$ cat config.mk
export PLATFORM = sky130hd
export DESIGN_NAME = r5p_mini_top
export DESIGN_NICKNAME = d
export VERILOG_FILES = /design/src/design/r5p_mini_pkg.sv /design/src/design/r5p_mini_rf_if.sv /design/src/design/r5p_mini_gpr.sv /design/src/design/r5p_mini_ctl.sv /design/src/design/r5p_mini_shcnt.sv /design/src/design/r5p_mini_alu.sv /design/src/design/r5p_mini_top.sv
export VERILOG_INCLUDE_DIRS = /design/src /design/src/design
export SDC_FILE = /design/constraint.sdc
export NUM_CORES = 2
export LEC_CHECK = 0
export BUFFER_PORTS_ARGS = -buffer_cell sky130_fd_sc_hd__buf_2
export CAP_MARGIN = 20
export CORE_MARGIN = 2
export CORE_UTILIZATION = 53
export DETAILED_ROUTE_END_ITERATION = 12
export PLACE_DENSITY = 0.69
export SETUP_SLACK_MARGIN = 0.05
export SYNTH_ARGS = -nofsm -noshare
export SYNTH_HDL_FRONTEND = slang
export SYNTH_HIERARCHICAL = 1
export SYNTH_SLANG_ARGS = --single-unit
$ cat constraint.sdc
create_clock -name clk -period 4.95 [get_ports clk]
set_clock_uncertainty 0.1 [all_clocks]
set_input_delay 0.99 -clock clk [delete_from_list [all_inputs] [get_ports clk]]
set_output_delay 0.99 -clock clk [all_outputs]
set_load 0.05 [all_outputs]
$ cat src/design/r5p_mini_cfg.svh
`ifndef R5P_MINI_CFG_SVH
`define R5P_MINI_CFG_SVH
`default_nettype none

// data path width
`define R5P_XLEN 32
// register address width, 4 gives an RV32E style file
`define R5P_AW 5
// shift amount width follows from the data width
`define R5P_SHW $clog2(`R5P_XLEN)

`default_nettype wire
`endif

$ cat src/design/r5p_mini_pkg.sv
`default_nettype none

package r5p_mini_pkg;

  ////////////////////////////////////////////////////////////////////////////
  // operations
  ////////////////////////////////////////////////////////////////////////////

  typedef enum logic [3:0] {
    op_add  = 4'd0,  // rs1 + op b
    op_sub  = 4'd1,  // rs1 - op b
    op_and  = 4'd2,
    op_or   = 4'd3,
    op_xor  = 4'd4,
    op_slt  = 4'd5,  // signed compare
    op_sltu = 4'd6,  // unsigned compare
    op_sll  = 4'd7,  // bit serial, one bit per cycle
    op_srl  = 4'd8,
    op_sra  = 4'd9   // fills with sign bit
  } alu_op_t;

  // shifts run through the counter, everything else is single cycle
  function automatic logic is_shift(alu_op_t op);
    return (op == op_sll) || (op == op_srl) || (op == op_sra);
  endfunction

  ////////////////////////////////////////////////////////////////////////////
  // control sequencer states
  ////////////////////////////////////////////////////////////////////////////

  typedef enum logic [1:0] {
    st_idle = 2'd0,  // waiting for ins_valid
    st_read = 2'd1,  // gpr read phase
    st_exec = 2'd2,  // compute, shifts stay here
    st_wb   = 2'd3   // writeback and retire
  } ctl_state_t;

endpackage : r5p_mini_pkg

`default_nettype wire

$ cat src/design/r5p_mini_rf_if.sv
`include "r5p_mini_cfg.svh"
`default_nettype none
`timescale 1ns/1ps

// register file access bundle, ctl steers it, gpr and alu move the data
interface r5p_mini_rf_if;

  // read/write enables
  logic                 e_rs1;
  logic                 e_rs2;
  logic                 e_rd;
  // read/write addresses
  logic [`R5P_AW-1:0]   a_rs1;
  logic [`R5P_AW-1:0]   a_rs2;
  logic [`R5P_AW-1:0]   a_rd;
  // read/write data
  logic [`R5P_XLEN-1:0] d_rs1;
  logic [`R5P_XLEN-1:0] d_rs2;
  logic [`R5P_XLEN-1:0] d_rd;

  // sequencer side, owns all enables and addresses
  modport ctl (
    output e_rs1, e_rs2, e_rd,
    output a_rs1, a_rs2, a_rd
  );

  // storage side
  modport gpr (
    input  e_rs1, e_rs2, e_rd,
    input  a_rs1, a_rs2, a_rd,
    input  d_rd,
    output d_rs1, d_rs2
  );

  // datapath side
  modport alu (
    input  d_rs1, d_rs2,
    output d_rd
  );

endinterface : r5p_mini_rf_if

`default_nettype wire

$ cat src/design/r5p_mini_gpr.sv
`include "r5p_mini_cfg.svh"
`default_nettype none
`timescale 1ns/1ps

module r5p_mini_gpr (
  input  logic clk,
  input  logic reset,
  r5p_mini_rf_if.gpr rf
);

  localparam int unsigned NREG = 2**`R5P_AW;  // 32, or 16 for RV32E

  ////////////////////////////////////////////////////////////////////////////
  // storage
  ////////////////////////////////////////////////////////////////////////////

  logic [`R5P_XLEN-1:0] regs [NREG];

  logic                 wen;    // qualified write enable
  logic [`R5P_XLEN-1:0] t_rs1;  // raw array reads
  logic [`R5P_XLEN-1:0] t_rs2;

  // x0 is hardwired, writes to it just vanish
  assign wen = rf.e_rd & (|rf.a_rd);

  always_ff @(posedge clk) begin
    if (reset) begin
      for (int i = 0; i < NREG; i++) begin
        regs[i] <= '0;  // whole file clears
      end
    end else if (wen) begin
      regs[rf.a_rd] <= rf.d_rd;
    end
  end

  ////////////////////////////////////////////////////////////////////////////
  // asynchronous read ports
  ////////////////////////////////////////////////////////////////////////////

  assign t_rs1 = regs[rf.a_rs1];
  assign t_rs2 = regs[rf.a_rs2];

  // port reads zero when idle or when x0 is addressed
  always_comb begin
    if (rf.e_rs1 && (rf.a_rs1 != '0)) begin
      rf.d_rs1 = t_rs1;
    end else begin
      rf.d_rs1 = '0;
    end
  end

  always_comb begin
    if (rf.e_rs2 && (rf.a_rs2 != '0)) begin
      rf.d_rs2 = t_rs2;
    end else begin
      rf.d_rs2 = '0;
    end
  end

  // no bypass here
  // writeback lands on the edge that opens the next read phase,
  // so a read never overlaps a write of the same cycle

endmodule : r5p_mini_gpr

`default_nettype wire

$ cat src/design/r5p_mini_ctl.sv
`include "r5p_mini_cfg.svh"
`default_nettype none
`timescale 1ns/1ps

module r5p_mini_ctl (
  input  logic                  clk,
  input  logic                  reset,
  // instruction side
  input  logic                  ins_valid,
  input  r5p_mini_pkg::alu_op_t op,
  input  logic [`R5P_AW-1:0]    rd,
  input  logic [`R5P_AW-1:0]    rs1,
  input  logic [`R5P_AW-1:0]    rs2,
  // from shift counter
  input  logic                  cnt_zero,
  // handshake and retire
  output logic                  busy,
  output logic                  ret,
  output logic [`R5P_AW-1:0]    ret_rd,
  // datapath steering
  output logic                  cap,
  output logic                  load,
  output logic                  step,
  output r5p_mini_pkg::alu_op_t op_q,
  r5p_mini_rf_if.ctl            rf
);

  import r5p_mini_pkg::*;

  ctl_state_t         state;
  logic               accept;  // instruction taken at this edge
  logic [`R5P_AW-1:0] rd_q;    // current instruction addresses
  logic [`R5P_AW-1:0] rs1_q;
  logic [`R5P_AW-1:0] rs2_q;

  ////////////////////////////////////////////////////////////////////////////
  // handshake
  ////////////////////////////////////////////////////////////////////////////

  // free in idle and during writeback
  assign busy   = (state == st_read) || (state == st_exec);
  assign accept = ins_valid & ~busy;

  ////////////////////////////////////////////////////////////////////////////
  // sequencer
  ////////////////////////////////////////////////////////////////////////////

  always_ff @(posedge clk) begin
    if (reset) begin
      state <= st_idle;
    end else begin
      case (state)
        st_idle, st_wb: state <= accept ? st_read : st_idle;  // wb can chain
        st_read:        state <= st_exec;
        st_exec:        if (cnt_zero) state <= st_wb;  // shift done
        default:        state <= st_idle;
      endcase
    end
  end

  // instruction fields, held until the next accept
  always_ff @(posedge clk) begin
    if (accept) begin
      op_q  <= op;
      rd_q  <= rd;
      rs1_q <= rs1;
      rs2_q <= rs2;
    end
  end

  ////////////////////////////////////////////////////////////////////////////
  // outputs
  ////////////////////////////////////////////////////////////////////////////

  assign cap  = (state == st_read);              // operands valid at end of read
  assign load = (state == st_read);              // counter loads with the capture
  assign step = (state == st_exec) & ~cnt_zero;  // one shift bit per cycle

  assign ret    = (state == st_wb);
  assign ret_rd = rd_q;

  // register file addresses come straight from the held fields
  assign rf.a_rs1 = rs1_q;
  assign rf.a_rs2 = rs2_q;
  assign rf.a_rd  = rd_q;
  assign rf.e_rs1 = (state == st_read);
  assign rf.e_rs2 = (state == st_read);
  assign rf.e_rd  = (state == st_wb);  // write lands on the edge leaving wb

endmodule : r5p_mini_ctl

`default_nettype wire

$ cat src/design/r5p_mini_shcnt.sv
`include "r5p_mini_cfg.svh"
`default_nettype none
`timescale 1ns/1ps

module r5p_mini_shcnt (
  input  logic                clk,
  input  logic                reset,
  input  logic                load,      // take a new shift amount
  input  logic                step,      // one bit shifted
  input  logic [`R5P_SHW-1:0] shamt,
  output logic                cnt_zero   // execute phase may end
);

  logic [`R5P_SHW-1:0] cnt;  // bits still to shift

  // down counter, bounds the execute phase
  always_ff @(posedge clk) begin
    if (reset) begin
      cnt <= '0;
    end else if (load) begin
      cnt <= shamt;  // zero for non-shift ops
    end else if (step && (cnt != '0)) begin
      cnt <= cnt - 1'b1;
    end
  end

  assign cnt_zero = (cnt == '0);

endmodule : r5p_mini_shcnt

`default_nettype wire

$ cat src/design/r5p_mini_alu.sv
`include "r5p_mini_cfg.svh"
`default_nettype none
`timescale 1ns/1ps

module r5p_mini_alu (
  input  logic                  clk,
  input  logic                  reset,
  input  logic                  cap,    // operand capture, end of read phase
  input  logic                  step,   // shift by one bit
  input  r5p_mini_pkg::alu_op_t op,     // registered op from ctl
  input  logic                  use_imm,
  input  logic [11:0]           imm,
  output logic [`R5P_SHW-1:0]   shamt,
  r5p_mini_rf_if.alu            rf
);

  import r5p_mini_pkg::*;

  logic                 use_imm_q;
  logic [11:0]          imm_q;
  logic [`R5P_XLEN-1:0] imm_ext;  // sign extended immediate
  logic [`R5P_XLEN-1:0] opa;
  logic [`R5P_XLEN-1:0] opb;
  logic [`R5P_XLEN-1:0] res;      // result, also the shift register
  logic [`R5P_XLEN-1:0] res_nxt;

  ////////////////////////////////////////////////////////////////////////////
  // operand selection
  ////////////////////////////////////////////////////////////////////////////

  // sampled every edge, cap always follows the accept edge by one cycle
  always_ff @(posedge clk) begin
    if (reset) begin
      use_imm_q <= 1'b0;
    end else begin
      use_imm_q <= use_imm;
    end
  end

  always_ff @(posedge clk) begin
    imm_q <= imm;
  end

  assign imm_ext = {{(`R5P_XLEN-12){imm_q[11]}}, imm_q};
  assign opa     = rf.d_rs1;
  assign opb     = use_imm_q ? imm_ext : rf.d_rs2;

  // only shifts spend cycles in exec
  assign shamt = is_shift(op) ? opb[`R5P_SHW-1:0] : '0;

  ////////////////////////////////////////////////////////////////////////////
  // single cycle ops
  ////////////////////////////////////////////////////////////////////////////

  always_comb begin
    case (op)
      op_add:  res_nxt = opa + opb;
      op_sub:  res_nxt = opa - opb;
      op_and:  res_nxt = opa & opb;
      op_or:   res_nxt = opa | opb;
      op_xor:  res_nxt = opa ^ opb;
      op_slt:  res_nxt = {{(`R5P_XLEN-1){1'b0}}, $signed(opa) < $signed(opb)};
      op_sltu: res_nxt = {{(`R5P_XLEN-1){1'b0}}, opa < opb};
      default: res_nxt = opa;  // shifts start from rs1
    endcase
  end

  ////////////////////////////////////////////////////////////////////////////
  // result and bit serial shifter
  ////////////////////////////////////////////////////////////////////////////

  always_ff @(posedge clk) begin
    if (reset) begin
      res <= '0;
    end else if (cap) begin
      res <= res_nxt;
    end else if (step) begin
      case (op)
        op_sll:  res <= {res[`R5P_XLEN-2:0], 1'b0};
        op_sra:  res <= {res[`R5P_XLEN-1], res[`R5P_XLEN-1:1]};  // keep sign
        default: res <= {1'b0, res[`R5P_XLEN-1:1]};              // srl
      endcase
    end
  end

  assign rf.d_rd = res;  // writeback data, also the retire data

endmodule : r5p_mini_alu

`default_nettype wire

$ cat src/design/r5p_mini_top.sv
`include "r5p_mini_cfg.svh"
`default_nettype none
`timescale 1ns/1ps

module r5p_mini_top (
  input  logic                  clk,
  input  logic                  reset,
  // instruction
  input  logic                  ins_valid,
  input  r5p_mini_pkg::alu_op_t op,
  input  logic [`R5P_AW-1:0]    rd,
  input  logic [`R5P_AW-1:0]    rs1,
  input  logic [`R5P_AW-1:0]    rs2,
  input  logic                  use_imm,
  input  logic [11:0]           imm,
  // status and retire
  output logic                  busy,
  output logic                  ret,
  output logic [`R5P_AW-1:0]    ret_rd,
  output logic [`R5P_XLEN-1:0]  ret_data
);

  import r5p_mini_pkg::*;

  alu_op_t             op_q;      // op of the instruction in flight
  logic                cap;
  logic                load;
  logic                step;
  logic                cnt_zero;
  logic [`R5P_SHW-1:0] shamt;

  r5p_mini_rf_if rf ();

  ////////////////////////////////////////////////////////////////////////////
  // control
  ////////////////////////////////////////////////////////////////////////////

  r5p_mini_ctl ctl_i (
    .clk       (clk),
    .reset     (reset),
    .ins_valid (ins_valid),
    .op        (op),
    .rd        (rd),
    .rs1       (rs1),
    .rs2       (rs2),
    .cnt_zero  (cnt_zero),
    .busy      (busy),
    .ret       (ret),
    .ret_rd    (ret_rd),
    .cap       (cap),
    .load      (load),
    .step      (step),
    .op_q      (op_q),
    .rf        (rf)
  );

  r5p_mini_shcnt shcnt_i (
    .clk      (clk),
    .reset    (reset),
    .load     (load),
    .step     (step),
    .shamt    (shamt),
    .cnt_zero (cnt_zero)
  );

  ////////////////////////////////////////////////////////////////////////////
  // datapath
  ////////////////////////////////////////////////////////////////////////////

  r5p_mini_gpr gpr_i (
    .clk   (clk),
    .reset (reset),
    .rf    (rf)
  );

  r5p_mini_alu alu_i (
    .clk     (clk),
    .reset   (reset),
    .cap     (cap),
    .step    (step),
    .op      (op_q),
    .use_imm (use_imm),
    .imm     (imm),
    .shamt   (shamt),
    .rf      (rf)
  );

  assign ret_data = rf.d_rd;  // qualified by ret

endmodule : r5p_mini_top

`default_nettype wire

* After elaboration in Yosys (flattened, before gate mapping)
Memories as Yosys holds them, arrays and structs flattened. A register that Yosys moved wholly into a read port is not among the register bits.
Index checks and enable logic that the tools add are counted.
** Operators by class
- Equal/unequal tests :: 14
- Bitwise logic cells :: 8
- Order comparisons :: 2
- Mux-type cells :: 23
- Reductions and logical operators :: 18
- Add/subtract/negate cells :: 3
** Operator list (count)
- 32-bit case mux with 7 select lines :: 1
- 32-bit two-way mux :: 6
- 32-bit < comparator :: 2
- 32-bit case mux with 2 select lines :: 1
- 32-bit adder :: 1
- 32-bit bitwise AND :: 1
- 32-bit bitwise OR :: 1
- 32-bit OR reduction :: 1
- 32-bit subtractor :: 1
- 32-bit XOR :: 1
- 5-bit two-way mux :: 6
- 4-bit by 3-bit equality test with 1-bit output, second input constant :: 4
- 5-bit nonzero test :: 3
- 4-bit by 2-bit equality test with 1-bit output, second input constant :: 2
- 4-bit equality test, second input constant :: 2
- 1-bit two-way mux :: 7
- 2-bit case mux with 3 select lines :: 1
- 5-bit zero test :: 1
- 5-bit OR reduction :: 1
- 5-bit by 1-bit subtractor with 5-bit output, second input constant :: 1
- 2-bit equality test, second input constant :: 2
- 4-bit by 1-bit equality test with 1-bit output, second input constant :: 1
- 4-bit zero test :: 1
- 2-bit nonzero test :: 2
- other kinds (11) :: 18
** Storage, ports and cells
- Output and inout port bits :: 39
- Flip-flop bits (word level) :: 71
- Memories :: 1
- Input bits :: 35
- Logic and storage cells :: 79
- Bits in writable memories :: 1024
** Memory list
- gpr_i.regs :: words 32, width 32, read ports 2, clocked after Yosys merged registers in 2, write ports 32, RTL line r5p_mini_gpr.sv:17 : logic [`R5P_XLEN-1:0] regs [NREG];

* Depth between registers and ports, before layout
- Depth in word-level cells :: 7
- Gate-level depth with buffers :: 21
- Gate-level depth less buffers :: 17

* Modules after synthesis
Netlist, hierarchy kept.
** Modules (own cells, without submodules)
- r5p_mini_gpr :: seq. area each 30749.5 µm², times used 1, cells an instance 3751, area each 55007.8 µm²
- r5p_mini_alu :: seq. area each 900.9 µm², times used 1, cells an instance 1184, area each 8350.5 µm²
- r5p_mini_ctl :: seq. area each 610.6 µm², times used 1, cells an instance 44, area each 789.5 µm²
- r5p_mini_shcnt :: seq. area each 100.1 µm², times used 1, cells an instance 37, area each 326.6 µm²

* Least setup slack after synthesis
No wires, ideal clock.
- Kind :: register to register
- Start point :: reg ctl_i.rs2_q[0] (netlist: ctl_i/rf.a_rs2[0])
- End point :: reg alu_i.res[0] (netlist: alu_i/rf.d_rd[0])
- Arrival time :: 4.144 ns
- Setup time :: 0.133 ns
- Buffers on the path :: 2
- Cell stages (with the launch flop) :: 20
- Path slack :: 0.573 ns
- Path through :: edfxtp_1 -> buf_6 -> buf_6 -> mux4_1 -> mux2_2 -> a221oi_1 -> a211oi_1 -> mux2i_1 -> inv_1 -> ha_1 -> fa_1 -> nor2_1 -> o311ai_4 -> o22ai_4 -> o21bai_2 -> or3_1 -> a32oi_2 -> a211oi_2 -> nor3_2 -> a2111oi_2
** On the way
- Cells in the longest elaborated chain, start to end :: 7
** RTL lines
- start, declared :: RTL line r5p_mini_ctl.sv:34 : logic [`R5P_AW-1:0] rs2_q;
- start signal, assigned :: RTL line r5p_mini_ctl.sv:67 : rs2_q <= rs2;
- 5-bit nonzero test * :: RTL line r5p_mini_gpr.sv:53 : if (rf.e_rs2 && (rf.a_rs2 != '0)) begin
- 1-bit logical AND * :: RTL line r5p_mini_gpr.sv:53
- 32-bit two-way mux * :: RTL line r5p_mini_gpr.sv:53
- named net rf.d_rs2[0] :: RTL line r5p_mini_rf_if.sv:18 : logic [`R5P_XLEN-1:0] d_rs2;
- 32-bit two-way mux * :: RTL line r5p_mini_alu.sv:46 : assign opb = use_imm_q ? imm_ext : rf.d_rs2;
- 32-bit subtractor, or another cell as far along :: RTL line r5p_mini_alu.sv:58 : op_sub: res_nxt = opa - opb;
- 32-bit case mux with 7 select lines * :: RTL line r5p_mini_alu.sv:56 : case (op)
- 32-bit two-way mux * :: RTL line r5p_mini_alu.sv:75 : end else if (cap) begin
- end signal, assigned :: RTL line r5p_mini_alu.sv:76 : res <= res_nxt;
- end signal, assigned :: RTL line r5p_mini_alu.sv:79 : op_sll: res <= {res[`R5P_XLEN-2:0], 1'b0};
- end signal, assigned :: RTL line r5p_mini_alu.sv:80 : op_sra: res <= {res[`R5P_XLEN-1], res[`R5P_XLEN-1:1]};
- end, declared :: RTL line r5p_mini_alu.sv:24 : logic [`R5P_XLEN-1:0] res;
Mark *: on every way through the listed nets, which the timed path passes. The rest lies on a longest branch.
A chain may end at the register's enable or synchronous reset.

* Worst setup path after layout
- Start point :: reg ctl_i.rs2_q[0] (netlist: ctl_i/rf.a_rs2[0])
- End point :: reg alu_i.res[27] (netlist: alu_i/rf.d_rd[27])
** On the way
- Cells in the longest elaborated chain, start to end :: 7
** RTL lines (RTL line)
- 5-bit nonzero test * :: r5p_mini_gpr.sv:53
- 1-bit logical AND * :: r5p_mini_gpr.sv:53
- 32-bit two-way mux * :: r5p_mini_gpr.sv:53
- named net rf.d_rs2[24] :: r5p_mini_rf_if.sv:18
- 32-bit two-way mux * :: r5p_mini_alu.sv:46
- 32-bit subtractor / 32-bit adder (equally long branches) :: r5p_mini_alu.sv:58, r5p_mini_alu.sv:57
- 32-bit case mux with 7 select lines * :: r5p_mini_alu.sv:56
- 32-bit two-way mux * :: r5p_mini_alu.sv:75
Marks and branches as above.

==> impl_metrics.json <==
{
  "status": "finished, violations left",
  "violations": "setup timing",
  "synth_top_area_frac": 0.486,
  "cts_hold_buf": 0,
  "synth.area.top_cells": "edfxtp_1, mux4_2, and2_1, mux2i_1, ha_1",
  "hold_depth": 1,
  "nets": 5733,
  "grt_usage": 0.400,
  "synth_edf_count": 1043,
  "whs_ns": 0.230,
  "nFillCells": 8843,
  "antenna_left": 0,
  "insertion_delay_ns": 0.78,
  "gp_congestion": 1.04,
  "cp_data_required_time_ns": 5.49,
  "numCtsBuffers": 116,
  "maxSlewViolCount": 0,
  "r2r-end": "alu_i/rf.d_rd[27]",
  "synth.avg_cell_area_sq_um": 12.9,
  "row_count": 127,
  "netlist_instances": 5016,
  "dieHeight_um": 353,
  "coreArea_sq_mm": 0.120,
  "antenna_found_initial": 22,
  "slew_headroom": 0.230,
  "cp.arrival_ns": 5.59,
  "hold_start": "imm[8]",
  "r2r-start": "ctl_i/rf.a_rs2[0]",
  "ir_drop_uv": 569,
  "post-route-period-util": 1.02,
  "drtIter0Drc": 7255,
  "crit_type": "register to register",
  "ys_warn_count": 6,
  "fin_util": 0.645,
  "route.detailed.drc": 0,
  "fin_ws_ns": -0.102,
  "grt_max_degree": 76,
  "dieWidth_um": 353,
  "power_frac_comb": 0.491,
  "postSynth.asyncResetShare": 0,
  "p_sw_frac": 0.406,
  "synth_cell_type_count": 108,
  "numClockSinks": 1095,
  "grt_overflow": 0,
  "p_switching_w": 0.0161,
  "leakage_nw": 30.3,
  "die_area_sq_mm": 0.124,
  "vias": 49100,
  "worstPathMaxFanout": 13,
  "whs_endpoint": "alu_i/imm_q[8]",
  "finalPower_w": 0.0395,
  "hold_violations": 0,
  "rrSetupSlack_ns": -0.10,
  "initial_core_util": 0.536,
  "period_minus_slack_ns": 5.05,
  "cap_violations": 0,
  "routedWlPerCell_um": 34.8,
  "routed_wl_um": 254000,
  "dominantRegCellSynth": "edfxtp_1",
  "r2r_cells": 18,
  "root_buffer": "clkbuf_16",
  "clkPwrFrac": 0.227,
  "tightest_slew_ns": 1.15,
  "hpwl_um": 170000,
  "p_int_w": 0.0235,
  "via_per_inst": 6.73,
  "grt_first_pass_wirelength_um": 353000,
  "port_buffers": 73,
  "synthesis.area_sq_mm": 0.0645,
  "first_pass_iters": 8,
  "path_clk_slew_ns": 0.06,
  "fin_cells": 7295,
  "endpoint_kind": "register",
  "rsz0062_at_grt": "yes",
  "drive_gt1_frac": 0.310,
  "grt_pass1_vias": 46600,
  "htree_num_levels": 3,
  "pwr-share-seq": 0.282,
  "seq_area_frac_synth": 0.502,
  "final-setup-viol-count": 6,
  "yosysTopAreaCell": "edfxtp_1",
  "startpoint_type": "register",
  "area_growth_syn_to_layout_pct": 20.3,
  "dp.cells": 7025,
  "holdCritPathClass": "input pin to register",
  "fmax_mhz": 198,
  "pre_cts_ws_ns": -0.931,
  "ys_seq_elements": 1095,
  "cts_tree": "yes",
  "io_pins": 74,
  "cts_buffer_depth": 3,
  "power_density_mw_per_mm2": 509
}
[flip-flops by register name, indices dropped and copies added (netlist names)]
name	cells
shcnt_i/cnt	5
ctl_i/op_q	4
alu_i/rf.d_rd	32
gpr_i/regs	1024
ctl_i/rf.a_rs1	5
ctl_i/rf.a_rs2	5
ctl_i/state	2
alu_i/use_imm_q	1
ctl_i/ret_rd	5
alu_i/imm_q	12
[worst max-delay path by stage]
stage / slack [ns] / start / to
floorplan: 0.57 / ctl_i/rf.a_rs2[0] / alu_i/rf.d_rd[0]
global placement: -0.96 / ctl_i/rf.a_rs2[0] / alu_i/rf.d_rd[27]
detailed placement: -0.93 / ctl_i/rf.a_rs2[0] / alu_i/rf.d_rd[27]
CTS: 0.02 / ctl_i/rf.a_rs2[0] / alu_i/rf.d_rd[27]
global route: -0.15 / ctl_i/rf.a_rs1[1] / alu_i/rf.d_rd[17]
finish: -0.10 / ctl_i/rf.a_rs2[0] / alu_i/rf.d_rd[27]
[timing repair]
item	4_1_cts	5_1_grt
endpoints found under the hold margin	0	0
gates cloned	6	0
endpoints found under the setup margin	28	28
buffers inserted	25	12
pin swaps	34	56
resized for setup	161	170
[layout by cell type (no fill, tap or decap), types with 33 or more instances in the layout]
cell / n
inv_1: 102
dfxtp_1: 51
clkbuf_16: 118
buf_2: 72
mux2i_1: 419
a22oi_1: 62
or2_2: 36
mux4_1: 48
nand4_1: 39
mux4_2: 304
a21oi_2: 39
nand2_1: 169
edfxtp_1: 1043
o21ai_0: 83
o211ai_1: 33
o221ai_1: 65
buf_12: 80
clkinv_2: 34
and2_1: 997
ha_1: 93
nor2_1: 116
nor2_2: 36
a21oi_1: 153
buf_4: 721
[cell usage after synthesis (all sizes together) (52+ instances only)]
cell type and instances:
edfxtp 1043, and2 999, mux2i 433, mux4 352
clkbuf 328, a21oi 196, nand2 172, buf 166
nor2 158, ha 121, o21ai 114, inv 110
o221ai 69, a22oi 67, a221oi 62, dfxtp 52
[layer usage]
| layer | vias to the layer above | global-route usage | routed length (um) |
|---|---|---|---|
| li1 | 20100 | - | - |
| met2 | 3589 | 0.585 | 109000 |
| met1 | 24700 | 0.537 | 92300 |
| met3 | 645 | 0.123 | 35900 |
| met5 | - | 0 | 87 |
| met4 | 12 | 0.216 | 16300 |
[critical path: stages, from the launching register on]
cell and delay, ns:
edfxtp_1 0.37, buf_6 0.13, buf_12 0.14, bufbuf_16 0.27, mux4_1 0.55, mux2_2 0.36
a221oi_2 0.34, a211oi_1 0.10, buf_4 0.17, a21oi_1 0.40, ha_1 0.33, buf_4 0.15
buf_12 0.14, nor3_2 0.20, nand3_1 0.17, and3_1 0.22, a211oi_2 0.31, a31oi_1 0.16
a311o_1 0.28
[cells by family (layout without fill, tap and decap cells)]
logic type,count (synthesis),in the layout,share of synthesized area
buffers and inverters,605,1233,0.0432
and+or+nand+nor,1542,1542,0.138
adders and majority gates,123,123,0.0241
muxes,818,818,0.199
AOI/OAI and AO/OA,811,811,0.0909
DFF,1095,1095,0.502
xor gates and xnor gates,21,21,0.00285
other,1,40,0.0000582
[power groups by stage]
stage                     clock network, W  logic, W  registers (W)
final                              0.00896    0.0194         0.0111
after global placement                   0    0.0172         0.0113
after global routing               0.00934    0.0199         0.0111
after CTS                          0.00900    0.0181         0.0111
after floorplan                          0   0.00868         0.0114
after detailed placement                 0    0.0173         0.0113
[area by class of cell]
type / instances / area, sq um / area share
diodes: 8 / 20.0 / 0.000258
clock buffers: 138 / 3030 / 0.0390
clock inverters: 80 / 810 / 0.0104
inverters: 111 / 418 / 0.00539
multi-input cells: 3347 / 31000 / 0.400
flip-flops and latches: 1095 / 32400 / 0.417
well taps: 1612 / 2020 / 0.0260
repair buffers: 904 / 7920 / 0.102
[metrics by stage]
stage	setup TNS, ns	cell area, sq um
5_1_grt	-0.948	77600
3_3_place_gp	-15.31	71600
6_report	-0.336	77600
2_1_floorplan	0	64600
4_1_cts	0	76700
3_5_place_dp	-15.53	71600
Note: power is estimated with default switching activity, not from simulation.
